**config.mk**
```make
export PLATFORM = sky130hd
export DESIGN_NAME = reg_file
export DESIGN_NICKNAME = d
export VERILOG_FILES = /design/src/rtl/reg_file.sv
export VERILOG_INCLUDE_DIRS = /design/src /design/src/include
export SDC_FILE = /design/constraint.sdc
export NUM_CORES = 2
export LEC_CHECK = 0
export BUFFER_PORTS_ARGS = -buffer_cell sky130_fd_sc_hd__buf_2
export CELL_PAD_IN_SITES_DETAIL_PLACEMENT = 1
export CELL_PAD_IN_SITES_GLOBAL_PLACEMENT = 1
export CORE_AREA = 2 2 359 361
export CTS_CLUSTER_DIAMETER = 200
export CTS_CLUSTER_SIZE = 14
export DETAILED_ROUTE_END_ITERATION = 7
export DIE_AREA = 0 0 361 363
export PLACE_DENSITY_LB_ADDON = 0.15
export SKIP_CTS_REPAIR_TIMING = 1
export SLEW_MARGIN = 20
export SYNTH_ARGS = -nofsm -noshare
export SYNTH_HDL_FRONTEND = slang
export SYNTH_SLANG_ARGS = --single-unit
```
**constraint.sdc**
```tcl
create_clock -name clk -period 2.5 [get_ports clk]
set_input_delay 0.125 -clock clk [delete_from_list [all_inputs] [get_ports clk]]
set_output_delay 0.125 -clock clk [all_outputs]
set_load 0.01 [all_outputs]
```
**src/include/cpu_consts.svh**
```systemverilog
`ifndef CPU_CONSTS_SVH
`define CPU_CONSTS_SVH

`define DATA_WIDTH       32
`define REG_ADDR_WIDTH   5
`define OP_CODE_WIDTH    6
`define FUNC_CODE_WIDTH  6
`define IMM_WIDTH        16     // I-type immediate field
`define TARGET_WIDTH     26     // J-type index field
`define LINK_REG         5'd31  // jal destination
`define DMEM_DEPTH       256    // words

// opcode field, instr[31:26]
`define OP_RTYPE  6'b000000
`define OP_J      6'b000010
`define OP_JAL    6'b000011
`define OP_BEQ    6'b000100
`define OP_BNE    6'b000101
`define OP_ADDI   6'b001000
`define OP_SLTI   6'b001010
`define OP_ANDI   6'b001100
`define OP_ORI    6'b001101
`define OP_XORI   6'b001110
`define OP_LUI    6'b001111
`define OP_LW     6'b100011
`define OP_SW     6'b101011

// function field, instr[5:0]
`define FN_JR     6'b001000
`define FN_ADD    6'b100000
`define FN_SUB    6'b100010
`define FN_AND    6'b100100
`define FN_OR     6'b100101
`define FN_XOR    6'b100110
`define FN_SLT    6'b101010

`endif

```
**src/rtl/reg_file.sv**
```systemverilog
`include "cpu_consts.svh"

module reg_file (
    input  logic                       clk,
    input  logic                       reset,
    input  logic [`REG_ADDR_WIDTH-1:0] rs_addr,
    input  logic [`REG_ADDR_WIDTH-1:0] rt_addr,
    output logic [`DATA_WIDTH-1:0]     rs_data,
    output logic [`DATA_WIDTH-1:0]     rt_data,
    input  logic                       we,
    input  logic [`REG_ADDR_WIDTH-1:0] wr_addr,
    input  logic [`DATA_WIDTH-1:0]     wr_data
);

    localparam int NUM_REGS = 1 << `REG_ADDR_WIDTH;

    logic [`DATA_WIDTH-1:0] regs [NUM_REGS];

    always_ff @(posedge clk) begin
        if (reset) begin
            for (int i = 0; i < NUM_REGS; i++) begin
                regs[i] <= '0;
            end
        end else if (we && wr_addr != '0) begin  // r0 is hardwired
            regs[wr_addr] <= wr_data;
        end
    end

    // async reads
    assign rs_data = (rs_addr == '0) ? '0 : regs[rs_addr];
    assign rt_data = (rt_addr == '0) ? '0 : regs[rt_addr];

    r0_never_written: assert property (
        @(posedge clk) disable iff (reset) regs[0] == '0
    ) else $error("reg_file: register 0 was modified");

endmodule

```
==> flow_metrics.tcl <==
set metrics [dict create \
    critPathKind "reg2out" \
    placement_rows 131 \
    synth_area_leader_cell "edfxtp_1" \
    maxCapViolations 0 \
    worstSetupStartpointType "flop" \
    clock_path_buffers 3 \
    top_layer_used "met5" \
    dp.cells 5242 \
    ir_worst_vdd_v 0.000521 \
    vias 34800 \
    setup_viol 62 \
    top_register "regs" \
    cp.required_ns 2.38 \
    num_io_pins 114 \
    layout_setup_ws_ns -0.318 \
    synthDistinctLibCells 42 \
    fin_cells 5357 \
    rsz0062_at_grt "yes" \
    final_antenna_net_count 0 \
    dr.pass1.iters 8 \
    drtIter0Drc 4085 \
    critPathMaxFanout 2 \
    async_reset_ff_share_pct 0 \
    postSynthCellCount 3502 \
    final_hold_viol_count 0 \
    place.port_buffers 113 \
    cts_buffers 83 \
    place_congestion 0.894 \
    synth_area_mm2 0.0543 \
    final_common_cell "edfxtp_1" \
    wl_per_cell_um 37.0 \
    violations "negative setup slack" \
    met1_length_um 77700 \
    syn_to_final_growth_pct 16.3 \
    yosysSeqAreaShare_pct 56.7 \
    fillers 11800 \
    overflow 0 \
    final_max_slew_viol_count 0 \
    powerDensity_mw_per_mm2 614 \
    grt_pass1_vias 37000 \
    die_x_um 361 \
    viasPerCell 6.49 \
    grt_max_degree 54 \
    nets 3738 \
    synth-seq-cells 1024 \
    drcViolationCount 0 \
    min_period_ns 2.82 \
    wl_met2_um 97200 \
    synth_warnings 0 \
    most-common-layout-cells "edfxtp_1, and2_1, mux4_2" \
    ys_top_cells_by_area "edfxtp_1, mux4_2, and2_1" \
    hold_path.class "in2reg" \
    track_usage_pct 30.1 \
    top_regs "regs (1024)" \
    syn_avg_cell_area_um2 15.5 \
    relSlewSlack_pct 37.4 \
    cts.sinks 1024 \
    h-tree-depth 3 \
    grt_pass1_wl_um 278000 \
    post-route-period-util_pct 113 \
    tritoncts "built" \
    end_kind "output pin" \
    core-area_mm2 0.127 \
    drt_wl_total_um 198000 \
    die_h_um 363 \
    antenna_found_initial 16 \
    crit_arrival_ns 2.69 \
    clk_pin_slew_worst_paths_ns 0.07 \
    hold_ws_ns 0.0720 \
    ys.flop_type "edfxtp_1" \
    start_util_pct 42.7 \
    wl_met3_um 15400 \
    largest_register_ffs 1024 \
    clock.fmax_mhz 355 \
    drive_gt1_share_pct 35.1 \
    cts-root-buf "clkbuf_16" \
    die-area_mm2 0.131 \
    place.detailed.hpwl_um 129000 \
    synth.top_cell.area_share_pct 56.7 \
    leakage_uw 0.0218 \
    status "finished with violations" \
    tightest_slew_ns 0.936 \
    utilization_pct 49.7 \
    synth_edf_count 1024 \
]
final timing paths:
| path | startpoint | end | slack, ns | cells after the start |
|---|---|---|---|---|
| setup / recovery | regs[29][12] | rs_data[12] | -0.32 | 6 |
| hold / removal | wr_data[16] | regs[1][16] | 0.07 | 2 |
where the power goes:
group	internal, uW	switching, uW	leakage [uW]
registers	19800	547	0.00975
clock network	6010	6210	0.00106
logic	2730	3400	0.0110
total	28600	10200	0.0218
stage by stage:
step	area (um^2)	worst slack, ns	total power [uW]	TNS [ns]
6_report	63100	-0.318	38700	-10.14
4_1_cts	60900	-0.783	38200	-25.06
3_3_place_gp	58800	-0.443	26000	-2.77
2_1_floorplan	54400	0.454	23600	0
3_5_place_dp	58800	-0.411	26200	-2.92
5_1_grt	63100	-0.380	39700	-13.82
kinds of logic after synthesis:
logic type             count (synthesis)  synth area share (%)
AO/OA/AOI/OAI                        259                  3.65
buffers and inverters                389                  3.35
flip-flops                          1024                  56.7
multiplexers                         652                  23.0
other                                  1               0.00691
AND/OR/NAND/NOR                     1177                  13.3
worst max-delay path, cell delays in order (launching register included):
cell	delay, ns
edfxtp_1	0.41
mux4_2	0.49
mux4_2	0.60
o22ai_2	0.17
buf_6	0.15
nor3_4	0.04
buf_2	0.15
per-layer routing:
metal | vias to the layer above | track usage (%)
li1 | 13900 | -
met1 | 18800 | 39.5
met2 | 1781 | 49.6
met3 | 354 | 5.39
met4 | 14 | 12.2
met5 | - | 0
cells in the mapped netlist, types with 3 or more instances:
master        n
o21ai_0       4
a2111oi_1    41
nand2b_1      5
a2111oi_0    14
a221oi_1      4
nand3_1       5
nand3b_1      5
nor2_1       36
a211oi_1      7
buf_6        21
buf_4        38
o22ai_1     103
buf_2        46
clkbuf_1    271
edfxtp_1   1024
nor2b_1      14
mux4_2      472
and3_1        3
a32o_1        4
buf_1        11
and2_1      995
or3b_2        4
a22oi_1      16
nor3_1       54
a22o_1       51
mux2_2       30
mux2i_1     150
a21oi_1      12
or2_2        33
nand2_1       7
nor4_1        6
layout make-up:
cell class | instances | area (um^2) | area share, %
inverters | 2 | 7.51 | 0.0119
flip-flops and latches | 1024 | 30700 | 48.7
repair buffers | 457 | 4190 | 6.64
diodes | 4 | 10.0 | 0.0159
clock buffers | 85 | 2130 | 3.37
multi-input cells | 2120 | 23900 | 37.9
well taps | 1662 | 2080 | 3.30
clock inverters | 3 | 33.8 | 0.0535
Note: power is estimated with default switching activity, not from simulation.
