[src/include/cpu_consts.svh]
`ifndef CPU_CONSTS_SVH
`define CPU_CONSTS_SVH

`define DATA_WIDTH       32
`define REG_ADDR_WIDTH   5
`define OP_CODE_WIDTH    6
`define FUNC_CODE_WIDTH  6
`define IMM_WIDTH        16     // I-type immediate field
`define TARGET_WIDTH     26     // J-type index field
`define LINK_REG         5'd31  // jal destination
`define DMEM_DEPTH       256    // words

// opcode field, instr[31:26]
`define OP_RTYPE  6'b000000
`define OP_J      6'b000010
`define OP_JAL    6'b000011
`define OP_BEQ    6'b000100
`define OP_BNE    6'b000101
`define OP_ADDI   6'b001000
`define OP_SLTI   6'b001010
`define OP_ANDI   6'b001100
`define OP_ORI    6'b001101
`define OP_XORI   6'b001110
`define OP_LUI    6'b001111
`define OP_LW     6'b100011
`define OP_SW     6'b101011

// function field, instr[5:0]
`define FN_JR     6'b001000
`define FN_ADD    6'b100000
`define FN_SUB    6'b100010
`define FN_AND    6'b100100
`define FN_OR     6'b100101
`define FN_XOR    6'b100110
`define FN_SLT    6'b101010

`endif

[src/rtl/cpu_pkg.sv]
`include "cpu_consts.svh"

package cpu_pkg;

    typedef enum logic [3:0] {
        ALU_NOP = 4'd0,
        ALU_ADD = 4'd1,
        ALU_SUB = 4'd2,  // also the branch compare
        ALU_AND = 4'd3,
        ALU_OR  = 4'd4,
        ALU_XOR = 4'd5,
        ALU_SLT = 4'd6,  // signed
        ALU_LUI = 4'd7
    } alu_op_e;

    typedef enum logic [2:0] {
        FLOW_SEQ = 3'd0,
        FLOW_BEQ = 3'd1,
        FLOW_BNE = 3'd2,
        FLOW_J   = 3'd3,
        FLOW_JAL = 3'd4,
        FLOW_JR  = 3'd5
    } flow_e;

    // decoder output bundle
    typedef struct packed {
        alu_op_e alu_op;
        flow_e   flow;
        logic    imm_sel;       // immediate as operand b
        logic    imm_zero_ext;  // logical ops zero-extend
        logic    mem_read;
        logic    mem_write;
        logic    wb_en;
        logic    wb_sel_rt;     // dest is rt, not rd
        logic    link;          // pc+4 into r31
    } ctrl_t;

    // register write-back as seen at the top level
    typedef struct packed {
        logic                       valid;
        logic [`REG_ADDR_WIDTH-1:0] addr;
        logic [`DATA_WIDTH-1:0]     data;
    } wb_t;

endpackage

[src/rtl/alu.sv]
`include "cpu_consts.svh"

module alu (
    input  cpu_pkg::alu_op_e       op,
    input  logic [`DATA_WIDTH-1:0] a,
    input  logic [`DATA_WIDTH-1:0] b,
    output logic [`DATA_WIDTH-1:0] result,
    output logic                   zero
);

    logic less;  // signed a < b

    assign less = $signed(a) < $signed(b);

    always_comb begin
        case (op)
            cpu_pkg::ALU_ADD: result = a + b;
            cpu_pkg::ALU_SUB: result = a - b;
            cpu_pkg::ALU_AND: result = a & b;
            cpu_pkg::ALU_OR:  result = a | b;
            cpu_pkg::ALU_XOR: result = a ^ b;
            cpu_pkg::ALU_SLT: result = {{(`DATA_WIDTH-1){1'b0}}, less};
            cpu_pkg::ALU_LUI: result = b << (`DATA_WIDTH / 2);  // imm to upper half
            default:          result = '0;                      // ALU_NOP
        endcase
    end

    // equality test for beq/bne after a subtract
    assign zero = (result == '0);

endmodule

[config.mk]
export PLATFORM = sky130hd
export DESIGN_NAME = alu
export DESIGN_NICKNAME = d
export VERILOG_FILES = /design/src/rtl/cpu_pkg.sv /design/src/rtl/alu.sv
export VERILOG_INCLUDE_DIRS = /design/src /design/src/include
export SDC_FILE = /design/constraint.sdc
export NUM_CORES = 1
export LEC_CHECK = 0
export ABC_CLOCK_PERIOD_IN_PS = 12050
export BUFFER_PORTS_ARGS = -buffer_cell sky130_fd_sc_hd__buf_4
export CAP_MARGIN = 20
export CORE_ASPECT_RATIO = 1.2
export CORE_MARGIN = 10
export CORE_UTILIZATION = 30
export DETAILED_ROUTE_END_ITERATION = 10
export GPL_ROUTABILITY_DRIVEN = 0
export PLACE_DENSITY_LB_ADDON = 0.08
export SLEW_MARGIN = 20
export SYNTH_ARGS = -nofsm -noshare
export SYNTH_HDL_FRONTEND = slang
export SYNTH_SLANG_ARGS = --single-unit
[constraint.sdc]
create_clock -name vclk -period 12.05
set_input_delay 3.615 -clock vclk [all_inputs]
set_output_delay 3.615 -clock vclk [all_outputs]
set_load 0.02 [all_outputs]
==> flow_summary.ini <==
[setup_path]
timing.setup.critical_path_class = input pin to output pin
cp_data_arrival_time_ps = 8000
critical_path_maximum_fanout = 4
cp_slowest_stage_delay_ps = 570
cp_num_cells = 17
critPathTopFamily = simple AND/OR/NAND/NOR gates
slowest_stage = sky130_fd_sc_hd__or4_1
crit_required_ps = 8430
worstSetupStartpointType = input pin
setup.worst_path.start = a[0]
worst_setup_path_end_kind = output pin
critical_path_buf_inv_count = 4
critical_path.cell_chain = buf_4 -> inv_1 -> ha_1 -> inv_1 -> fa_1 -> nor2b_1 -> o311a_1 -> o21a_1 -> a21oi_1 -> o21ba_2 -> o221a_2 -> o21ai_0 -> nor3_1 -> nand4b_1 -> or4_1 -> nor4_2 -> buf_4

[synth]
synth_cell_type_count = 81
synth_fp_nets = 1060
syn-cell-area_sq_um = 5690
yosysMostFrequentCell = sky130_fd_sc_hd__ha_1
instance_count_of_the_mapped_netlist = 890
post_synth_main_area_contributors = sky130_fd_sc_hd__ha_1, sky130_fd_sc_hd__a21oi_1, sky130_fd_sc_hd__nor2_1
syn_area_per_cell_sq_um = 6.39
yosysWarnings = 0
yosys-top-cells-count = sky130_fd_sc_hd__ha_1, sky130_fd_sc_hd__nor2_1, sky130_fd_sc_hd__inv_1
synth_seq_area_share_pct = 0
post-synth-top-area-cell = sky130_fd_sc_hd__ha_1
netlist.area_leader.share_pct = 22.0

[route]
wl_per_cell_um = 22.8
drc = 0
drt_pass1_iterations = 5
viasPerCell = 5.93
routed_wirelength_um = 27600
drt-initial-drc-count = 612
antenna_violating_nets_post_route = 0
route.vias.total = 7174

[power]
vdd_drop_max_v = 0.0000229
power_leakage_nw = 3.10
post-layout-total-power_uw = 350
power_per_cell_area_nw_per_um2 = 52.3

[global_route]
grt_antenna_before_repair = 0
gr-usage-all-layers_pct = 20.8
grt_pass1_wl_um = 41600
globalRouteOverflowTotal = 0
grt_start_max_net_pins = 26
grt_pass1_vias = 7166

[floorplan]
rows = 55
initial_utilization_pct = 30.4
num_io_pins = 101
core_area_sq_um = 18700
die_area_sq_um = 24900
fp.dieH_um = 171
die_x_um = 146

[sta]
timing.setup.tns_ps = 0
setup_viol_count_final = 0
fmax_mhz = 86.1
final-hold-violation-count = 0
slew_violations = 0
rsz0062_at_grt = false
worst_case_headroom_to_the_max_slew_limit_pct = 40.2
final.period_utilization_pct = 96.4
finalCriticalPeriod_ps = 11620
worstMarginPinSlew_ps = 894

[cells_and_area]
nNetsFinal = 1126
clock_buffer_count = 0
seq_area_sq_um = 0
fraction_of_layout_instances_using_a_drive_strength_above_1_pct = 15.0
flops_and_latches = 0
antenna_cells_inserted = 0
layout-area-overhead-vs-synth_pct = 17.6

[worst_hold_path]
hold_wc_path_type = input pin to output pin
worstHoldStart = b[5]
worst_hold_path.num_cells = 5

[run_status]
run_status = finished, final reports clean

[placed_design]
place.port_buffers = 101
hpwl_detailed_um = 22700

[cts]
holdBufCountCts = 0
postCtsResizedCells = 0
cts_setup_buffers = 0

[job]
cap_viol_max_count = 0
metal layers:
metal	track usage (%)	vias up	share of wire [%]
li1	-	3382	-
met1	24.4	3427	40
met2	37.8	297	50
met3	1.69	68	5.3
met4	9.55	0	5.1
met5	0	-	0
cell type report:
type	count	area, sq um
inverters	93	349
repair buffers	115	863
multi-input cells	746	5160
well taps	256	320
fillers	2120	12000
worst paths after layout:
path	slack, ps	to
setup / recovery	430	zero
hold / removal	7770	result[21]
kinds of logic after synthesis:
kind of cell | Yosys count | synth area share [%]
AOI/OAI and AO/OA | 321 | 38.3
and+or+nand+nor | 306 | 26.3
muxes | 9 | 1.63
adders and majority gates | 102 | 22.7
buffers and inverters | 144 | 9.75
xor gates and xnor gates | 8 | 1.23
power by group:
part / leakage, nW / internal [mW] / switching [mW]
clock: 0 / 0 / 0
sequential: 0 / 0 / 0
combinational: 3.10 / 0.127 / 0.223
stage by stage:
stage / hold slack (ps) / instances / utilization, % / setup WS, ps / cell area (sq um)
2_1_floorplan: 7470 / 890 / - / 1050 / 5690
3_3_place_gp: 7760 / 1210 / 35.7 / 554 / 6690
3_5_place_dp: 7750 / 1210 / 35.7 / 542 / 6690
4_1_cts: 7760 / 1210 / 35.7 / 522 / 6690
5_1_grt: 7770 / 1210 / 35.7 / 272 / 6690
6_report: 7770 / 1210 / 35.7 / 430 / 6690
layout by cell type, fill, tap and decap left out, types with 12 or more instances in the layout:
master and n:
sky130_fd_sc_hd__a21o_1 12, sky130_fd_sc_hd__a31oi_1 15, sky130_fd_sc_hd__ha_1 100, sky130_fd_sc_hd__a221oi_1 12, sky130_fd_sc_hd__nor2b_1 14, sky130_fd_sc_hd__o31ai_1 13, sky130_fd_sc_hd__o21bai_1 15, sky130_fd_sc_hd__a21oi_1 78
sky130_fd_sc_hd__a211oi_1 12, sky130_fd_sc_hd__nand3_1 19, sky130_fd_sc_hd__nor3_1 21, sky130_fd_sc_hd__nand2b_1 13, sky130_fd_sc_hd__inv_1 90, sky130_fd_sc_hd__nand2_1 72, sky130_fd_sc_hd__nor2_1 92, sky130_fd_sc_hd__buf_4 115
sky130_fd_sc_hd__o21ai_0 61, sky130_fd_sc_hd__nand4_1 17
Note: power is estimated with default switching activity, not from simulation.
