File: config.mk
export PLATFORM = sky130hd
export DESIGN_NAME = control
export DESIGN_NICKNAME = d
export VERILOG_FILES = /design/src/rtl/cpu_pkg.sv /design/src/rtl/control.sv
export VERILOG_INCLUDE_DIRS = /design/src /design/src/include
export SDC_FILE = /design/constraint.sdc
export NUM_CORES = 1
export LEC_CHECK = 0
export ABC_AREA = 1
export BUFFER_PORTS_ARGS = -buffer_cell sky130_fd_sc_hd__buf_2
export CAP_MARGIN = 10
export CORE_AREA = 2 2 39 41
export DETAILED_ROUTE_END_ITERATION = 12
export DIE_AREA = 0 0 41 43
export SYNTH_ARGS = -nofsm -noshare
export SYNTH_HDL_FRONTEND = slang
export SYNTH_SLANG_ARGS = --single-unit
File: constraint.sdc
create_clock -name vclk -period 0.8
set_input_delay 0 -clock vclk [all_inputs]
set_output_delay 0 -clock vclk [all_outputs]
set_load 0.01 [all_outputs]
File: src/include/cpu_consts.svh
`ifndef CPU_CONSTS_SVH
`define CPU_CONSTS_SVH

`define DATA_WIDTH       32
`define REG_ADDR_WIDTH   5
`define OP_CODE_WIDTH    6
`define FUNC_CODE_WIDTH  6
`define IMM_WIDTH        16     // I-type immediate field
`define TARGET_WIDTH     26     // J-type index field
`define LINK_REG         5'd31  // jal destination
`define DMEM_DEPTH       256    // words

// opcode field, instr[31:26]
`define OP_RTYPE  6'b000000
`define OP_J      6'b000010
`define OP_JAL    6'b000011
`define OP_BEQ    6'b000100
`define OP_BNE    6'b000101
`define OP_ADDI   6'b001000
`define OP_SLTI   6'b001010
`define OP_ANDI   6'b001100
`define OP_ORI    6'b001101
`define OP_XORI   6'b001110
`define OP_LUI    6'b001111
`define OP_LW     6'b100011
`define OP_SW     6'b101011

// function field, instr[5:0]
`define FN_JR     6'b001000
`define FN_ADD    6'b100000
`define FN_SUB    6'b100010
`define FN_AND    6'b100100
`define FN_OR     6'b100101
`define FN_XOR    6'b100110
`define FN_SLT    6'b101010

`endif

File: src/rtl/cpu_pkg.sv
`include "cpu_consts.svh"

package cpu_pkg;

    typedef enum logic [3:0] {
        ALU_NOP = 4'd0,
        ALU_ADD = 4'd1,
        ALU_SUB = 4'd2,  // also the branch compare
        ALU_AND = 4'd3,
        ALU_OR  = 4'd4,
        ALU_XOR = 4'd5,
        ALU_SLT = 4'd6,  // signed
        ALU_LUI = 4'd7
    } alu_op_e;

    typedef enum logic [2:0] {
        FLOW_SEQ = 3'd0,
        FLOW_BEQ = 3'd1,
        FLOW_BNE = 3'd2,
        FLOW_J   = 3'd3,
        FLOW_JAL = 3'd4,
        FLOW_JR  = 3'd5
    } flow_e;

    // decoder output bundle
    typedef struct packed {
        alu_op_e alu_op;
        flow_e   flow;
        logic    imm_sel;       // immediate as operand b
        logic    imm_zero_ext;  // logical ops zero-extend
        logic    mem_read;
        logic    mem_write;
        logic    wb_en;
        logic    wb_sel_rt;     // dest is rt, not rd
        logic    link;          // pc+4 into r31
    } ctrl_t;

    // register write-back as seen at the top level
    typedef struct packed {
        logic                       valid;
        logic [`REG_ADDR_WIDTH-1:0] addr;
        logic [`DATA_WIDTH-1:0]     data;
    } wb_t;

endpackage

File: src/rtl/control.sv
`include "cpu_consts.svh"

module control (
    input  logic [`OP_CODE_WIDTH-1:0]   opcode,
    input  logic [`FUNC_CODE_WIDTH-1:0] func,
    output cpu_pkg::ctrl_t              ctrl
);

    always_comb begin
        ctrl.alu_op       = cpu_pkg::ALU_NOP;  // unlisted codes stay a no-op
        ctrl.flow         = cpu_pkg::FLOW_SEQ;
        ctrl.imm_sel      = 1'b0;
        ctrl.imm_zero_ext = 1'b0;
        ctrl.mem_read     = 1'b0;
        ctrl.mem_write    = 1'b0;
        ctrl.wb_en        = 1'b0;
        ctrl.wb_sel_rt    = 1'b0;
        ctrl.link         = 1'b0;

        case (opcode)
            `OP_RTYPE: begin
                ctrl.wb_en = 1'b1;
                case (func)
                    `FN_ADD: ctrl.alu_op = cpu_pkg::ALU_ADD;
                    `FN_SUB: ctrl.alu_op = cpu_pkg::ALU_SUB;
                    `FN_AND: ctrl.alu_op = cpu_pkg::ALU_AND;
                    `FN_OR:  ctrl.alu_op = cpu_pkg::ALU_OR;
                    `FN_XOR: ctrl.alu_op = cpu_pkg::ALU_XOR;
                    `FN_SLT: ctrl.alu_op = cpu_pkg::ALU_SLT;
                    `FN_JR: begin
                        ctrl.flow  = cpu_pkg::FLOW_JR;
                        ctrl.wb_en = 1'b0;
                    end
                    default: ctrl.wb_en = 1'b0;  // unknown func
                endcase
            end
            `OP_ADDI, `OP_SLTI: begin
                ctrl.alu_op    = (opcode == `OP_ADDI) ? cpu_pkg::ALU_ADD : cpu_pkg::ALU_SLT;
                ctrl.imm_sel   = 1'b1;
                ctrl.wb_en     = 1'b1;
                ctrl.wb_sel_rt = 1'b1;
            end
            `OP_ANDI, `OP_ORI, `OP_XORI, `OP_LUI: begin
                case (opcode)
                    `OP_ANDI: ctrl.alu_op = cpu_pkg::ALU_AND;
                    `OP_ORI:  ctrl.alu_op = cpu_pkg::ALU_OR;
                    `OP_XORI: ctrl.alu_op = cpu_pkg::ALU_XOR;
                    default:  ctrl.alu_op = cpu_pkg::ALU_LUI;
                endcase
                ctrl.imm_sel      = 1'b1;
                ctrl.imm_zero_ext = 1'b1;
                ctrl.wb_en        = 1'b1;
                ctrl.wb_sel_rt    = 1'b1;
            end
            `OP_LW: begin
                ctrl.alu_op    = cpu_pkg::ALU_ADD;  // base + offset
                ctrl.imm_sel   = 1'b1;
                ctrl.mem_read  = 1'b1;
                ctrl.wb_en     = 1'b1;
                ctrl.wb_sel_rt = 1'b1;
            end
            `OP_SW: begin
                ctrl.alu_op    = cpu_pkg::ALU_ADD;
                ctrl.imm_sel   = 1'b1;
                ctrl.mem_write = 1'b1;
            end
            `OP_BEQ, `OP_BNE: begin
                ctrl.alu_op = cpu_pkg::ALU_SUB;  // zero flag means equal
                ctrl.flow   = (opcode == `OP_BEQ) ? cpu_pkg::FLOW_BEQ : cpu_pkg::FLOW_BNE;
            end
            `OP_J:   ctrl.flow = cpu_pkg::FLOW_J;
            `OP_JAL: begin
                ctrl.flow  = cpu_pkg::FLOW_JAL;
                ctrl.wb_en = 1'b1;
                ctrl.link  = 1'b1;
            end
            default: ;
        endcase
    end

    always_comb begin
        assert (!(ctrl.mem_read && ctrl.mem_write))
            else $error("control: load and store strobes set together");
        assert (!(ctrl.wb_en && ctrl.mem_write))
            else $error("control: store decoded with a register write");
    end

endmodule

==> out/qor.csv <==
stage,metric,value,unit
place,Setup WS pre-CTS,-56.5,ps
floorplan,Die Wd,41,um
place,IO buf count,25,
grt,largest net degree at the start of global routing,7,
status,violated checks,negative setup slack,
final_layout,clkbuf count,0,
place,DP Wirelength,1110,um
floorplan,total core area,0.00138,mm2
logic_synthesis,cell count after synthesis,92,
sta,fin crit period,882,ps
final_layout,"commonest non-fill, non-tap cell in the layout",nand2_1,
sta,final worst setup slack,-82.2,ps
sta,worst hold slack,373,ps
logic_synthesis,post-synthesis net count,104,
sta,Max Freq,1130,MHz
status,outcome,"finished, violations left",
floorplan,die height,43,um
pwr,Pwr per Cell Area,407,mW/mm2
place,GPL Wtd Cong,0.855,
floorplan,I/O pin total,26,
worst_setup_path,CP required,800,ps
worst_setup_path,crit end category,output pin,
worst_setup_path,Setup CP Type,in2out,
sta,Fin. Hold Viols,0,
route,DRT Wirelength,1550,um
route,drt wl/cell,10.6,um
logic_synthesis,sequential share of the synthesized area,0,
route,DR vias,693,
floorplan,# rows,14,
worst_setup_path,"slowest stage cell, crit path",nor2_4,
grt,grt met2 use,0.334,
grt,first-pass GRT wire length,2210,um
logic_synthesis,YS warnings,0,
flow_run,Max Cap Viol,0,
grt,GRT busiest layer,met2,
final_layout,Final nets,144,
final_layout,Seq cells,0,
worst_setup_path,crit-path max FO,4,
logic_synthesis,Netlist cell types,15,
route,Starting DRT DRC Count,9,
sta,final critical-path share of the clock period,1.10,
logic_synthesis,synthesized area,407,um2
route,DR pass1 iterations,4,
final_layout,register area,0,um2
grt,aggregate global routing overflow,0,
worst_setup_path,CP cell instances,"buf_8, nor2_4, buf_6, nand3b_1, nand2_2, inv_2, nand3b_1, buf_2",
final_layout,layout cell share with drive strength beyond 1,0.515,
pwr,Peak VDD IR,0.231,mV
pwr,leakage power,0.472,nW
grt,GRT met3 Usage,0,
grt,antenna violations before repair,0,
clock_tree,CTS hold repair buffers,0,
grt,vias in the first global route,606,
worst_setup_path,most frequent CP cell,nand3b_1,
sta,RSZ-0062 raised after global routing,yes,
sta,Final setup violation count,7,
final_layout,most frequent cells in the layout,"24 x nand2_1, 19 x buf_2, 14 x buf_4",
final_layout,Fill cells,145,
final_layout,Syn-to-layout area delta,92.3,%
worst_setup_path,CP startpoint kind,input port,
final_layout,ant diodes,0,
logic_synthesis,syn_area_per_cell,4.42,um2
worst_setup_path,worst stage delay on the critical path,180,ps
grt,Global Route Usage Sum,0.175,
route,Vias/cell,4.75,
sta,max-slew violations,0,
floorplan,die area,0.00176,mm2
hold_path,Hold Crit Class,in2out,
route,DRT antenna net count,0,
worst_setup_path,WP data arrival,880,ps
grt,met1 usage,0.187,
floorplan,initial core utilization,0.294,
route,DRC,0,
## layout make-up
type | count | area, um2 | area share
multi-input cells | 75 | 428 | 0.547
inverters | 16 | 62.6 | 0.0800
repair buffers | 39 | 272 | 0.347
well taps | 16 | 20.0 | 0.0256
## power breakdown
| part | switching, mW | internal (mW) |
|---|---|---|
| combinational | 0.174 | 0.144 |
| sequential | 0 | 0 |
| clock | 0 | 0 |
| total | 0.174 | 0.144 |
## cells in the mapped netlist (2+ instances only)
master	instances	share of area
nand2_1	30	0.28
nand3_1	13	0.16
inv_2	2	0.018
inv_1	14	0.13
nand4_1	2	0.031
nor2_2	2	0.031
nor2_1	17	0.16
nand3b_1	2	0.037
nor2_4	2	0.055
o21ai_0	3	0.037
## cell families (layout without fill, tap and decap cells)
group | Yosys count | count (layout) | synth area share
other cells | 1 | 1 | 0.00922
buf+inv | 17 | 55 | 0.166
simple gates | 70 | 70 | 0.775
compound gates | 4 | 4 | 0.0492
## worst max-delay path: cells and delay by family
kind	cells	cell delay, ps
buffers and inverters	4	410
AND/OR/NAND/NOR	4	470
## layer usage
metal / up-vias / part of all wire
met5: - / 0
met4: 0 / 0.033
met3: 4 / 0.041
met2: 22 / 0.55
met1: 306 / 0.37
li1: 361 / -
## per-stage QoR
step | power [mW] | instance area, um2 | cells | util | setup TNS, ps
2_1_floorplan | 0.112 | 407 | 92 | - | 0
3_3_place_gp | 0.230 | 627 | 143 | 0.453 | -321
3_5_place_dp | 0.232 | 627 | 143 | 0.453 | -278
4_1_cts | 0.277 | 708 | 144 | 0.512 | -91.7
5_1_grt | 0.346 | 782 | 146 | 0.565 | -667
6_report | 0.318 | 782 | 146 | 0.565 | -375
## path summary, 6_finish.rpt
kind | from | end | slack (ps) | cells after the start
worst max-delay path | opcode[5] | ctrl[6] | -80 | 8
worst min-delay path | func[3] | ctrl[2] | 370 | 5
## repair_timing
item | 4_1_cts | 5_1_grt
endpoints found under the setup margin | 8 | 11
gates cloned | 0 | 0
gates resized for setup | 25 | 19
hold endpoints to repair | 0 | 0
pin swaps | 8 | 7
buffers inserted | 1 | 2
Note: power is estimated with default switching activity, not from simulation.
