[config.mk]
export PLATFORM = sky130hd
export DESIGN_NAME = next_pc
export DESIGN_NICKNAME = d
export VERILOG_FILES = /design/src/rtl/cpu_pkg.sv /design/src/rtl/next_pc.sv
export VERILOG_INCLUDE_DIRS = /design/src /design/src/include
export SDC_FILE = /design/constraint.sdc
export NUM_CORES = 1
export LEC_CHECK = 0
export BUFFER_PORTS_ARGS = -buffer_cell sky130_fd_sc_hd__buf_2
export CAP_MARGIN = 20
export CELL_PAD_IN_SITES_DETAIL_PLACEMENT = 1
export CELL_PAD_IN_SITES_GLOBAL_PLACEMENT = 2
export CORE_UTILIZATION = 27
export DETAILED_ROUTE_END_ITERATION = 8
export GPL_TIMING_DRIVEN = 0
export PLACE_DENSITY_LB_ADDON = 0.1
export SLEW_MARGIN = 15
export SYNTH_ARGS = -nofsm -noshare
export SYNTH_HDL_FRONTEND = slang
export SYNTH_SLANG_ARGS = --single-unit
[constraint.sdc]
create_clock -name clk -period 3.65 [get_ports clk]
set_clock_uncertainty 0.2 [all_clocks]
set_input_delay 0.5475 -clock clk [delete_from_list [all_inputs] [get_ports clk]]
set_output_delay 0.5475 -clock clk [all_outputs]
set_load 0.05 [all_outputs]
[src/include/cpu_consts.svh]
`ifndef CPU_CONSTS_SVH
`define CPU_CONSTS_SVH

`define DATA_WIDTH       32
`define REG_ADDR_WIDTH   5
`define OP_CODE_WIDTH    6
`define FUNC_CODE_WIDTH  6
`define IMM_WIDTH        16     // I-type immediate field
`define TARGET_WIDTH     26     // J-type index field
`define LINK_REG         5'd31  // jal destination
`define DMEM_DEPTH       256    // words

// opcode field, instr[31:26]
`define OP_RTYPE  6'b000000
`define OP_J      6'b000010
`define OP_JAL    6'b000011
`define OP_BEQ    6'b000100
`define OP_BNE    6'b000101
`define OP_ADDI   6'b001000
`define OP_SLTI   6'b001010
`define OP_ANDI   6'b001100
`define OP_ORI    6'b001101
`define OP_XORI   6'b001110
`define OP_LUI    6'b001111
`define OP_LW     6'b100011
`define OP_SW     6'b101011

// function field, instr[5:0]
`define FN_JR     6'b001000
`define FN_ADD    6'b100000
`define FN_SUB    6'b100010
`define FN_AND    6'b100100
`define FN_OR     6'b100101
`define FN_XOR    6'b100110
`define FN_SLT    6'b101010

`endif

[src/rtl/cpu_pkg.sv]
`include "cpu_consts.svh"

package cpu_pkg;

    typedef enum logic [3:0] {
        ALU_NOP = 4'd0,
        ALU_ADD = 4'd1,
        ALU_SUB = 4'd2,  // also the branch compare
        ALU_AND = 4'd3,
        ALU_OR  = 4'd4,
        ALU_XOR = 4'd5,
        ALU_SLT = 4'd6,  // signed
        ALU_LUI = 4'd7
    } alu_op_e;

    typedef enum logic [2:0] {
        FLOW_SEQ = 3'd0,
        FLOW_BEQ = 3'd1,
        FLOW_BNE = 3'd2,
        FLOW_J   = 3'd3,
        FLOW_JAL = 3'd4,
        FLOW_JR  = 3'd5
    } flow_e;

    // decoder output bundle
    typedef struct packed {
        alu_op_e alu_op;
        flow_e   flow;
        logic    imm_sel;       // immediate as operand b
        logic    imm_zero_ext;  // logical ops zero-extend
        logic    mem_read;
        logic    mem_write;
        logic    wb_en;
        logic    wb_sel_rt;     // dest is rt, not rd
        logic    link;          // pc+4 into r31
    } ctrl_t;

    // register write-back as seen at the top level
    typedef struct packed {
        logic                       valid;
        logic [`REG_ADDR_WIDTH-1:0] addr;
        logic [`DATA_WIDTH-1:0]     data;
    } wb_t;

endpackage

[src/rtl/next_pc.sv]
`include "cpu_consts.svh"

module next_pc (
    input  logic                     clk,
    input  logic                     reset,
    input  cpu_pkg::flow_e           flow,
    input  logic                     zero,
    input  logic [`IMM_WIDTH-1:0]    imm,
    input  logic [`TARGET_WIDTH-1:0] target,
    input  logic [`DATA_WIDTH-1:0]   rs_data,
    output logic [`DATA_WIDTH-1:0]   pc,
    output logic [`DATA_WIDTH-1:0]   pc_plus4
);

    logic [`DATA_WIDTH-1:0] branch_target;
    logic [`DATA_WIDTH-1:0] jump_target;
    logic [`DATA_WIDTH-1:0] pc_next;

    assign pc_plus4 = pc + `DATA_WIDTH'(4);

    // sign-extended word offset from pc+4
    assign branch_target = pc_plus4 +
        {{(`DATA_WIDTH-`IMM_WIDTH-2){imm[`IMM_WIDTH-1]}}, imm, 2'b00};

    // region bits of pc+4 with the word index
    assign jump_target = {pc_plus4[`DATA_WIDTH-1:`TARGET_WIDTH+2], target, 2'b00};

    always_comb begin
        case (flow)
            cpu_pkg::FLOW_BEQ: pc_next = zero ? branch_target : pc_plus4;
            cpu_pkg::FLOW_BNE: pc_next = zero ? pc_plus4 : branch_target;
            cpu_pkg::FLOW_J,
            cpu_pkg::FLOW_JAL: pc_next = jump_target;
            cpu_pkg::FLOW_JR:  pc_next = rs_data;
            default:           pc_next = pc_plus4;
        endcase
    end

    always_ff @(posedge clk) begin
        if (reset) begin
            pc <= '0;
        end else begin
            pc <= pc_next;
        end
    end

    pc_stays_aligned: assert property (
        @(posedge clk) disable iff (reset)
        (pc[1:0] == 2'b00 && (flow != cpu_pkg::FLOW_JR || rs_data[1:0] == 2'b00))
            |=> pc[1:0] == 2'b00
    ) else $error("next_pc: pc lost word alignment");

endmodule

==> flow_summary.toml, run 1 <==
[setup_path]
rrSetupSlack_ns = 0.12
crit_type = "flop to flop"
path_cells = "ha_4 > and4_4 > and3_4 > buf_12 > buf_4 > nand3_1 > xnor2_2 > ha_1 > a21oi_1 > o211ai_1 > o22ai_1 > nand2_1 > o21ai_2 > xnor2_1 > o32ai_2"
reg2reg_from = "pc[2]$_SDFF_PP0_"
worstSetupEndpointType = "flop"
critPathSlowestCell = "dfxtp_4"
startpoint = "pc[2]$_SDFF_PP0_"
crit_arrival_ns = 3.46
cpPeakStageDelay_ns = 0.39
cp-start-kind = "flop"
critPathRequiredTime_ns = 3.58
cp_max_fo = 8

[floorplanning]
io_pins = 144
rows = 42
die_x_um = 120.4
die-area_um2 = 14500
initial_core_util_pct = 28.13
die_y_um = 120.4
coreArea_um2 = 13450

[sta]
tightest_slew_ns = 0.8288
min_period_over_period_pct = 96.61
postLayoutSetupSlackWorst_ns = 0.1237
finalSetupViolations = 0
hold_violations = 0
max_freq_mhz = 283.6
timing.slew.headroom_pct = 44.75
final_max_slew_viol_count = 0
finalCriticalPeriod_ns = 3.526

[synthesis]
syn_area_um2 = 3785
synth_top_area_share_pct = 16.93
synth_edf_count = 0
avgSynthCellArea_um2 = 7.693
synth_top_area_cell = "dfxtp_1"
ys_dominant_reg_cell = "dfxtp_1"
synth_area_leaders = "dfxtp_1 17%, ha_1 12%, a21oi_1 7.0%, xnor2_1 6.7%, a222oi_1 6.6%"
synth_xor_area_share_pct = 11.37
ys_ff_latch = 32
yosys.cell_types.count = 60
synth_mux_area_share_pct = 1.058
synth_fa_ha_area_share_pct = 12.10
yosys_warnings = 0
synth_top_family_by_area = "compound AO/OA/AOI/OAI gates"
synth_nets = 608
async_reset_ff_share_pct = 0
synth-simple-area-share_pct = 22.81
synth_compound_area_share_pct = 31.34
seq_area_frac_synth_pct = 16.93
synth_cells = 492

[finish]
instances_no_fill = 826
final_cell_mix = "141 x buf_2, 49 x nand2_1, 46 x a21oi_1"
final_common_cell = "buf_2"
largestRegisters = "pc (32)"
seqCellArea_um2 = 704.4
nFillCells = 1677
drive_gt1_share_pct = 40.00
largest_reg_flops = 32
largest_register = "pc"
nets = 765
diodes = 0
area_growth_pct = 48.50
multi_input_area_um2 = 3576

[placed_design]
portBuffers = 141
dpl.cell_count = 809
dp_hpwl_mm = 13.99
place.gp.congestion = 0.8977
place_ws_ns = -0.5477

[clock_network]
clkSlewWorstSetupHoldPaths_ns = 0.05
cts_root_buf = "clkbuf_16"
cts_tree = "yes"
cts_sinks = 32
cts_made_buffers = 5
clock_latency_ns = 0.28
clockBufferDepth = 2
hold_buffers = 0
h-tree-depth = 2

[routing]
wl_per_cell_um = 21.14
drc = 0
detail_route.vias_per_cell = 5.590
dr.pass1.iters = 7
wl_mm = 17.46
detail-route-antenna-nets = 0
vias = 4617
dr.first_iter.drc_count = 316

[power]
peakVddDrop_mv = 0.1494
powerDensity_nw_per_um2 = 328.1
p_leak_nw = 2.482
power_mw = 1.844

[hold_path]
hold_path.class = "primary input to flop"
hold_path.startpoint = "rs_data[0]"

[status]
status = "complete, no violations"

[global_routing]
grt_pass1_vias = 4835
grt_pass1_wl_mm = 27.06
grt_max_degree = 18
grt-ovfl-total = 0
antenna_found_initial = 0
grt_use_total_pct = 24.36

[flow_run]
drv_cap = 0
-- synth_stat cells, types with 5 or more instances --
master    instances
a211oi_1          5
a21oi_1          53
a222oi_1         25
and3_1            6
clkbuf_1         21
dfxtp_1          32
ha_1             35
inv_1            15
nand2_1          51
nand2b_1          8
nand3_1          22
nand4_1          15
nor2_1           26
nor3_1            6
o211ai_1          7
o21a_1            8
o21ai_0          23
o22ai_1          14
xnor2_1          29
xor2_1           17
-- layout make-up --
type	count	share of cell area, %
Buffer	25	2.382
Multi-Input combinational cell	419	63.62
Clock buffer	7	2.360
Clock inverter	1	0.06679
Inverter	15	1.002
Timing Repair Buffer	151	14.11
Tap cell	176	3.918
Sequential cell	32	12.53
-- report_power, final --
group          switching [mW]  total [mW]  leakage [nW]  internal, mW
combinational           0.631       0.975          2.14         0.344
sequential             0.0676       0.451         0.276         0.383
clock                   0.167       0.419        0.0655         0.251
total                   0.865        1.84          2.48         0.979
-- through the flow --
| step | utilization (%) | hold WS (ns) | TNS, ns | instance area (µm²) |
|---|---|---|---|---|
| 2_1_floorplan | - | 0.4882 | -0.02253 | 4268 |
| 3_3_place_gp | 38.61 | 0.4311 | -6.308 | 5194 |
| 3_5_place_dp | 38.61 | 0.4514 | -6.299 | 5194 |
| 4_1_cts | 40.39 | 0.3044 | 0 | 5434 |
| 5_1_grt | 41.78 | 0.3311 | -0.0003655 | 5620 |
| 6_report | 41.78 | 0.3082 | 0 | 5620 |
-- path summary, 6_finish.rpt --
path,depth (start not counted),end
max,15,pc[31]$_SDFF_PP0_
min,3,pc[0]$_SDFFE_PP0P_
max reg2reg,15,pc[31]$_SDFF_PP0_
min reg2reg,3,pc[1]$_SDFFE_PP0P_
-- cell families (layout without fill, tap and decap cells) --
kind of cell,after synthesis,count (layout)
simple gates,161,161
mux,4,4
buf+inv,41,199
fa+ha+maj,36,36
flops,32,32
xor+xnor,47,47
compound gates,171,171
-- per-layer routing --
layer | track usage, % | part of all wire (%) | up-vias
met5 | 0 | 0 | -
met4 | 6.327 | 1.7 | 0
met3 | 4.057 | 5.1 | 18
met2 | 42.67 | 49 | 150
met1 | 30.74 | 45 | 2240
li1 | - | - | 2209
-- repair_timing --
item | CTS | global route
setup buffers | 7 | 2
gates resized for setup | 15 | 35
pin swaps | 4 | 8
endpoints found under the setup margin | 17 | 14
endpoints found under the hold margin | 0 | 0
-- worst max-delay path, delay by kind of cell, from the launching register on --
| family | cells | cell delay [ns] |
|---|---|---|
| AOI/OAI and AO/OA | 5 | 0.96 |
| and+or+nand+nor | 4 | 0.67 |
| adders and majority gates | 2 | 0.50 |
| DFF | 1 | 0.39 |
| xor gates and xnor gates | 2 | 0.39 |
| buffers and inverters | 2 | 0.27 |
Power figures use the tool's default switching activity.
==> run 2: changes to the inputs <==
ABC_AREA = 1   (was default)
CORE_UTILIZATION = 26   (was 27)
==> flow_summary.toml, run 2 <==
[status]
status = "complete, no violations"

[synthesis]
synth_fa_ha_area_share_pct = 9.306
yosys.cell_types.count = 41
ys_ff_latch = 32
synth_top_area_cell = "nand2_1"
synth_nets = 1024
synthTopCellsByCount = "328 x nand2_1, 168 x inv_1, 89 x nand3_1, 74 x nor2_1, 35 x ha_1"
synth_area_leaders = "nand2_1 25%, dfxtp_1 13%, inv_1 13%, nand3_1 9.1%, ha_1 8.9%"
synth_cells = 908
synth_mux_area_share_pct = 0
async_reset_ff_share_pct = 0
seq_area_frac_synth_pct = 13.02
synth_top_family_by_area = "simple AND/OR/NAND/NOR gates"
syn_area_um2 = 4921
ys_dominant_reg_cell = "dfxtp_1"
synth_top_area_share_pct = 25.02
synth_compound_area_share_pct = 10.98
synth_edf_count = 0
yosysMostFrequentCell = "nand2_1"
avgSynthCellArea_um2 = 5.420
yosys_warnings = 0
synth_xor_area_share_pct = 3.534
synth-simple-area-share_pct = 47.85

[routing]
dr.first_iter.drc_count = 237
detail-route-antenna-nets = 0
drc = 0
dr.pass1.iters = 5
vias = 6101
wl_mm = 22.62
detail_route.vias_per_cell = 4.733
wl_per_cell_um = 17.55

[setup_path]
critPathSlowestCell = "dfxtp_4"
worstSetupEndpointType = "flop"
critPathRequiredTime_ns = 3.64
startpoint = "pc[2]$_SDFF_PP0_"
rrSetupSlack_ns = 0.20
r2r-end = "pc[29]$_SDFF_PP0_"
crit_end = "pc[29]$_SDFF_PP0_"
cp-start-kind = "flop"
crit_arrival_ns = 3.44
cpMostUsedCell = "nand2_1"
r2r_cells = 22
path_cells = "ha_1 > inv_1 > nor2_4 > nand2_4 > nor2_4 > nand3_1 > nor2_1 > nand2_1 > and2_2 > ha_1 > nand2_1 > inv_2 > nand2_2 > nor3_4 > and2_1 > nand2_1 > nand2_1 > nand2_1 > nand3_1 > nand3_1 > nand2_1 > inv_1"
cpPeakStageDelay_ns = 0.38
reg2reg_from = "pc[2]$_SDFF_PP0_"
crit_type = "flop to flop"
cp_max_fo = 6

[floorplanning]
die_x_um = 139.6
coreArea_um2 = 18270
rows = 49
io_pins = 144
die_y_um = 139.6
die-area_um2 = 19480
initial_core_util_pct = 26.93

[placed_design]
place.gp.congestion = 0.8359
dpl_cell_area_um2 = 5933
place_ws_ns = -0.2200
dp_hpwl_mm = 19.48
portBuffers = 142

[finish]
final_cell_mix = "324 x nand2_1, 167 x inv_1, 148 x buf_2"
largest_register = "pc"
drive_gt1_share_pct = 21.32
nFillCells = 2543
finish.instance_area_um2 = 6227
final_util_pct = 34.08
largestRegisters = "pc (32)"
largest_reg_flops = 32
area_growth_pct = 26.54
final_common_cell = "nand2_1"
diodes = 0
nets = 1175
multi_input_area_um2 = 3665
seqCellArea_um2 = 650.6

[power]
pwr-share-clk_pct = 18.1
p_leak_nw = 3.646
p_comb_share_pct = 62.3
p_int_mw = 1.094
powerDensity_nw_per_um2 = 387.7
p_sw_share_pct = 54.70
peakVddDrop_mv = 0.2154
power_mw = 2.414
seqPwrFrac_pct = 19.6
p_sw_mw = 1.320

[sta]
tightest_slew_ns = 0.7266
finalCriticalPeriod_ns = 3.448
final_max_slew_viol_count = 0
timing.slew.headroom_pct = 51.56
min_period_over_period_pct = 94.47
hold_violations = 0
finalSetupViolations = 0
max_freq_mhz = 290.0
postLayoutSetupSlackWorst_ns = 0.2017

[clock_network]
hold_buffers = 0
clockBufferDepth = 2
cts_tree = "yes"
clock_latency_ns = 0.29
cts_made_buffers = 5
clkSlewWorstSetupHoldPaths_ns = 0.06
cts_root_buf = "clkbuf_16"
cts_sinks = 32
h-tree-depth = 2

[global_routing]
grt_pass1_wl_mm = 34.87
grt_pass1_vias = 6240
antenna_found_initial = 2
grt_max_degree = 20
grt_use_total_pct = 23.57
grt-ovfl-total = 0

[hold_path]
hold_path.class = "flop to flop"

[flow_run]
drv_cap = 0
run 2: changes by cell type after synthesis, sizes merged, moves of 12 or more:
cell	before	now
a21oi	54	29
a222oi	25	0
a22oi	0	25
clkbuf	21	3
inv	15	177
nand2	51	329
nand3	22	92
nor2	26	82
o21ai	25	13
o22ai	14	0
xnor2	30	10
run 2: metal layers:
metal | vias up | part of all wire [%] | global-route usage (%)
met5 | - | 0.088 | 0
met4 | 4 | 0.35 | 1.909
met3 | 12 | 3.9 | 3.166
met2 | 139 | 47 | 41.79
met1 | 2804 | 48 | 31.37
li1 | 3142 | - | -
run 2: power by group through the flow:
stage | registers [mW] | clock network (mW) | logic (mW)
6_report | 0.474 | 0.437 | 1.50
5_1_grt | 0.482 | 0.457 | 1.66
4_1_cts | 0.471 | 0.447 | 1.50
3_5_place_dp | 0.478 | 0 | 1.49
3_3_place_gp | 0.478 | 0 | 1.48
2_1_floorplan | 0.619 | 0 | 0.888
run 2: logic make-up (layout without fill, tap and decap cells):
logic type,Yosys count,count (layout)
AO/OA/AOI/OAI,85,85
XOR/XNOR,19,19
adder cells (fa/ha/maj),36,36
buffers and inverters,192,344
flip-flops,32,32
AND/OR/NAND/NOR,544,544
run 2: timing repair:
action                                  in CTS  in global routing
pin swaps                                    0                  2
cloned                                       0                  0
resized for setup                            6                 31
setup buffers                                0                  2
endpoints found under the setup margin      18                 17
run 2: final cells by class:
cell class | instances | share of cell area (%)
timing repair buffer | 144 | 11.65
clock buffer | 8 | 2.351
sequential | 32 | 10.45
buffer | 15 | 1.386
inverter | 177 | 10.71
tap | 229 | 4.601
multi-input combinational | 684 | 58.85
run 2: worst min path at each step:
stage	startpoint	end	slack (ns)	cells after the start
3_3_place_gp	pc[1]$_SDFFE_PP0P_	pc[1]$_SDFFE_PP0P_	0.27	2
3_5_place_dp	pc[1]$_SDFFE_PP0P_	pc[1]$_SDFFE_PP0P_	0.28	2
2_1_floorplan	pc[0]$_SDFFE_PP0P_	pc[0]$_SDFFE_PP0P_	0.49	2
4_1_cts	pc[1]$_SDFFE_PP0P_	pc[1]$_SDFFE_PP0P_	0.29	2
6_report	pc[1]$_SDFFE_PP0P_	pc[1]$_SDFFE_PP0P_	0.29	2
5_1_grt	pc[1]$_SDFFE_PP0P_	pc[1]$_SDFFE_PP0P_	0.31	2
run 2: metrics by stage:
step	TNS, ns	hold WS, ns	cells
global placement	-2.044	0.2686	1279
global route	-0.02163	0.3075	1289
CTS	0	0.2857	1287
floorplan	0	0.4911	908
detailed placement	-1.972	0.2804	1279
finish	0	0.2859	1289
run 2: worst max-delay path, delay by kind of cell (launching register included):
family | cells | cell delay [ns]
flip-flops | 1 | 0.38
AND/OR/NAND/NOR | 17 | 2.07
adder cells (fa/ha/maj) | 2 | 0.49
buffers and inverters | 3 | 0.21
==> run 3: changes to the inputs <==
PLACE_DENSITY_LB_ADDON = 0.2   (was 0.1)
==> flow_summary.toml, run 3 (synthesized netlist as in run 2, its figures left out) <==
[global_routing]
grt-ovfl-total = 0
grt_pass1_vias = 5953
grt_pass1_wl_mm = 33.53
grt_use_total_pct = 22.66
antenna_found_initial = 2
grt_max_degree = 20

[setup_path]
cpLargestDelayFamily = "simple AND/OR/NAND/NOR gates"
crit_type = "flop to flop"
critPathSlowestCell = "dfxtp_1"
crit_buf_inv = 3
cpMostUsedCell = "nand2_1"
cp_max_fo = 5
crit_arrival_ns = 3.38
critPathRequiredTime_ns = 3.64
r2r-end = "pc[26]$_SDFF_PP0_"
r2r_cells = 19
worstSetupEndpointType = "flop"
rrSetupSlack_ns = 0.26
reg2reg_from = "pc[6]$_SDFF_PP0_"
cp-start-kind = "flop"
cpPeakStageDelay_ns = 0.44
path_cells = "inv_2 > nor3_2 > nand2_1 > nor3_4 > nand2_1 > nand2_1 > inv_1 > ha_1 > nand2_1 > nor2_2 > nand2_1 > nor2_1 > nand2_1 > nand3_1 > nand2_1 > nand3_1 > nand3_1 > nand2_1 > inv_1"

[sta]
finalCriticalPeriod_ns = 3.394
setup-tns-final_ns = 0
timing.slew.headroom_pct = 55.72
holdWs_ns = 0.2780
postLayoutSetupSlackWorst_ns = 0.2563
tightest_slew_ns = 0.6642
min_period_over_period_pct = 92.98
finalSetupViolations = 0
max_freq_mhz = 294.7
hold_violations = 0
final_max_slew_viol_count = 0

[power]
p_int_mw = 1.180
p_leak_nw = 3.678
p_sw_mw = 1.317
p_comb_share_pct = 60.0
pwr-share-clk_pct = 21.1
p_sw_share_pct = 52.75
seqPwrFrac_pct = 18.9
powerDensity_nw_per_um2 = 398.1
power_mw = 2.497
peakVddDrop_mv = 0.2134

[placed_design]
dpl_cell_area_um2 = 5933
dpl.cell_count = 1279
portBuffers = 142
place.gp.congestion = 0.8649
place_ws_ns = -0.2542
dp_hpwl_mm = 19.08

[finish]
final_cell_mix = "326 x nand2_1, 168 x inv_1, 148 x buf_2"
drive_gt1_share_pct = 21.37
nets = 1177
final_util_pct = 34.33
finish.instance_area_um2 = 6272
instances_no_fill = 1292
largestRegisters = "pc (32)"
area_growth_pct = 27.46
final_common_cell = "nand2_1"
largest_register = "pc"
largest_reg_flops = 32

[hold_path]
whs_path_depth = 2
hold_path.startpoint = "pc[1]$_SDFFE_PP0P_"
hold_path.class = "flop to flop"
min_to = "pc[1]$_SDFFE_PP0P_"

[floorplanning]
coreArea_um2 = 18270
die_y_um = 139.6
rows = 49
io_pins = 144
die_x_um = 139.6
die-area_um2 = 19480
initial_core_util_pct = 26.93

[status]
status = "complete, no violations"

[routing]
detail_route.vias_per_cell = 4.762
wl_mm = 22.11
dr.first_iter.drc_count = 283
dr.pass1.iters = 4
drc = 0
detail-route-antenna-nets = 0
wl_per_cell_um = 17.11
vias = 6152

[clock_network]
h-tree-depth = 2
cts_tree = "yes"
clock_latency_ns = 0.29
cts_root_buf = "clkbuf_16"
clockBufferDepth = 2
cts_made_buffers = 5
clkSlewWorstSetupHoldPaths_ns = 0.06
cts_sinks = 32

[flow_run]
drv_cap = 0
run 3: changes by cell type in the layout (fill, tap and decap cells not counted), sizes merged:
cell	previous run	this run
buf	156	158
bufinv	0	1
clkbuf	11	10
diode	0	1
run 3: worst max-delay path by stage:
stage / from / endpoint / depth (start not counted)
floorplan: pc[4]$_SDFF_PP0_ / pc[29]$_SDFF_PP0_ / 16
CTS: pc[2]$_SDFF_PP0_ / pc[26]$_SDFF_PP0_ / 21
detailed placement: pc[2]$_SDFF_PP0_ / pc[15]$_SDFF_PP0_ / 19
global placement: pc[2]$_SDFF_PP0_ / pc[15]$_SDFF_PP0_ / 19
global route: pc[11]$_SDFF_PP0_ / pc[26]$_SDFF_PP0_ / 18
finish: pc[6]$_SDFF_PP0_ / pc[26]$_SDFF_PP0_ / 19
run 3: cell type report:
| type | instances | area [µm²] |
|---|---|---|
| Antenna cell | 1 | 2.502 |
| Buffer | 15 | 86.33 |
| Clock buffer | 7 | 152.6 |
| Clock inverter | 1 | 30.03 |
| Fill cell | 2526 | 12000 |
| Inverter | 177 | 666.9 |
| Multi-Input combinational cell | 684 | 3657 |
| Sequential cell | 32 | 649.4 |
| Tap cell | 229 | 286.5 |
| Timing Repair Buffer | 146 | 740.7 |
run 3: power groups by stage:
stage          registers [mW]  clock network (mW)  logic [mW]
3_5_place_dp            0.476                   0        1.48
6_report                0.473               0.527        1.50
3_3_place_gp            0.475                   0        1.48
5_1_grt                 0.481               0.551        1.64
4_1_cts                 0.470               0.536        1.49
2_1_floorplan           0.619                   0       0.888
run 3: worst register-to-register path: cells and delay by family, from the launching register on:
| family | cells | cell delay [ns] |
|---|---|---|
| fa+ha+maj | 1 | 0.38 |
| buf+inv | 3 | 0.20 |
| flops | 1 | 0.44 |
| simple gates | 15 | 2.08 |
run 3: repair_timing:
| action | 4_1_cts | 5_1_grt |
|---|---|---|
| hold buffers | 0 | 0 |
| endpoints found under the setup margin | 19 | 16 |
| pin swaps | 0 | 3 |
| gates resized for setup | 6 | 26 |
| setup buffers | 0 | 4 |
run 3: per-layer routing:
metal | global-route usage [%] | share of wire (%) | vias to the layer above
met4 | 2.892 | 0.72 | 2
met5 | 0 | 0.063 | -
li1 | - | - | 3159
met2 | 38.91 | 46 | 144
met1 | 30.67 | 49 | 2833
met3 | 3.235 | 3.9 | 14
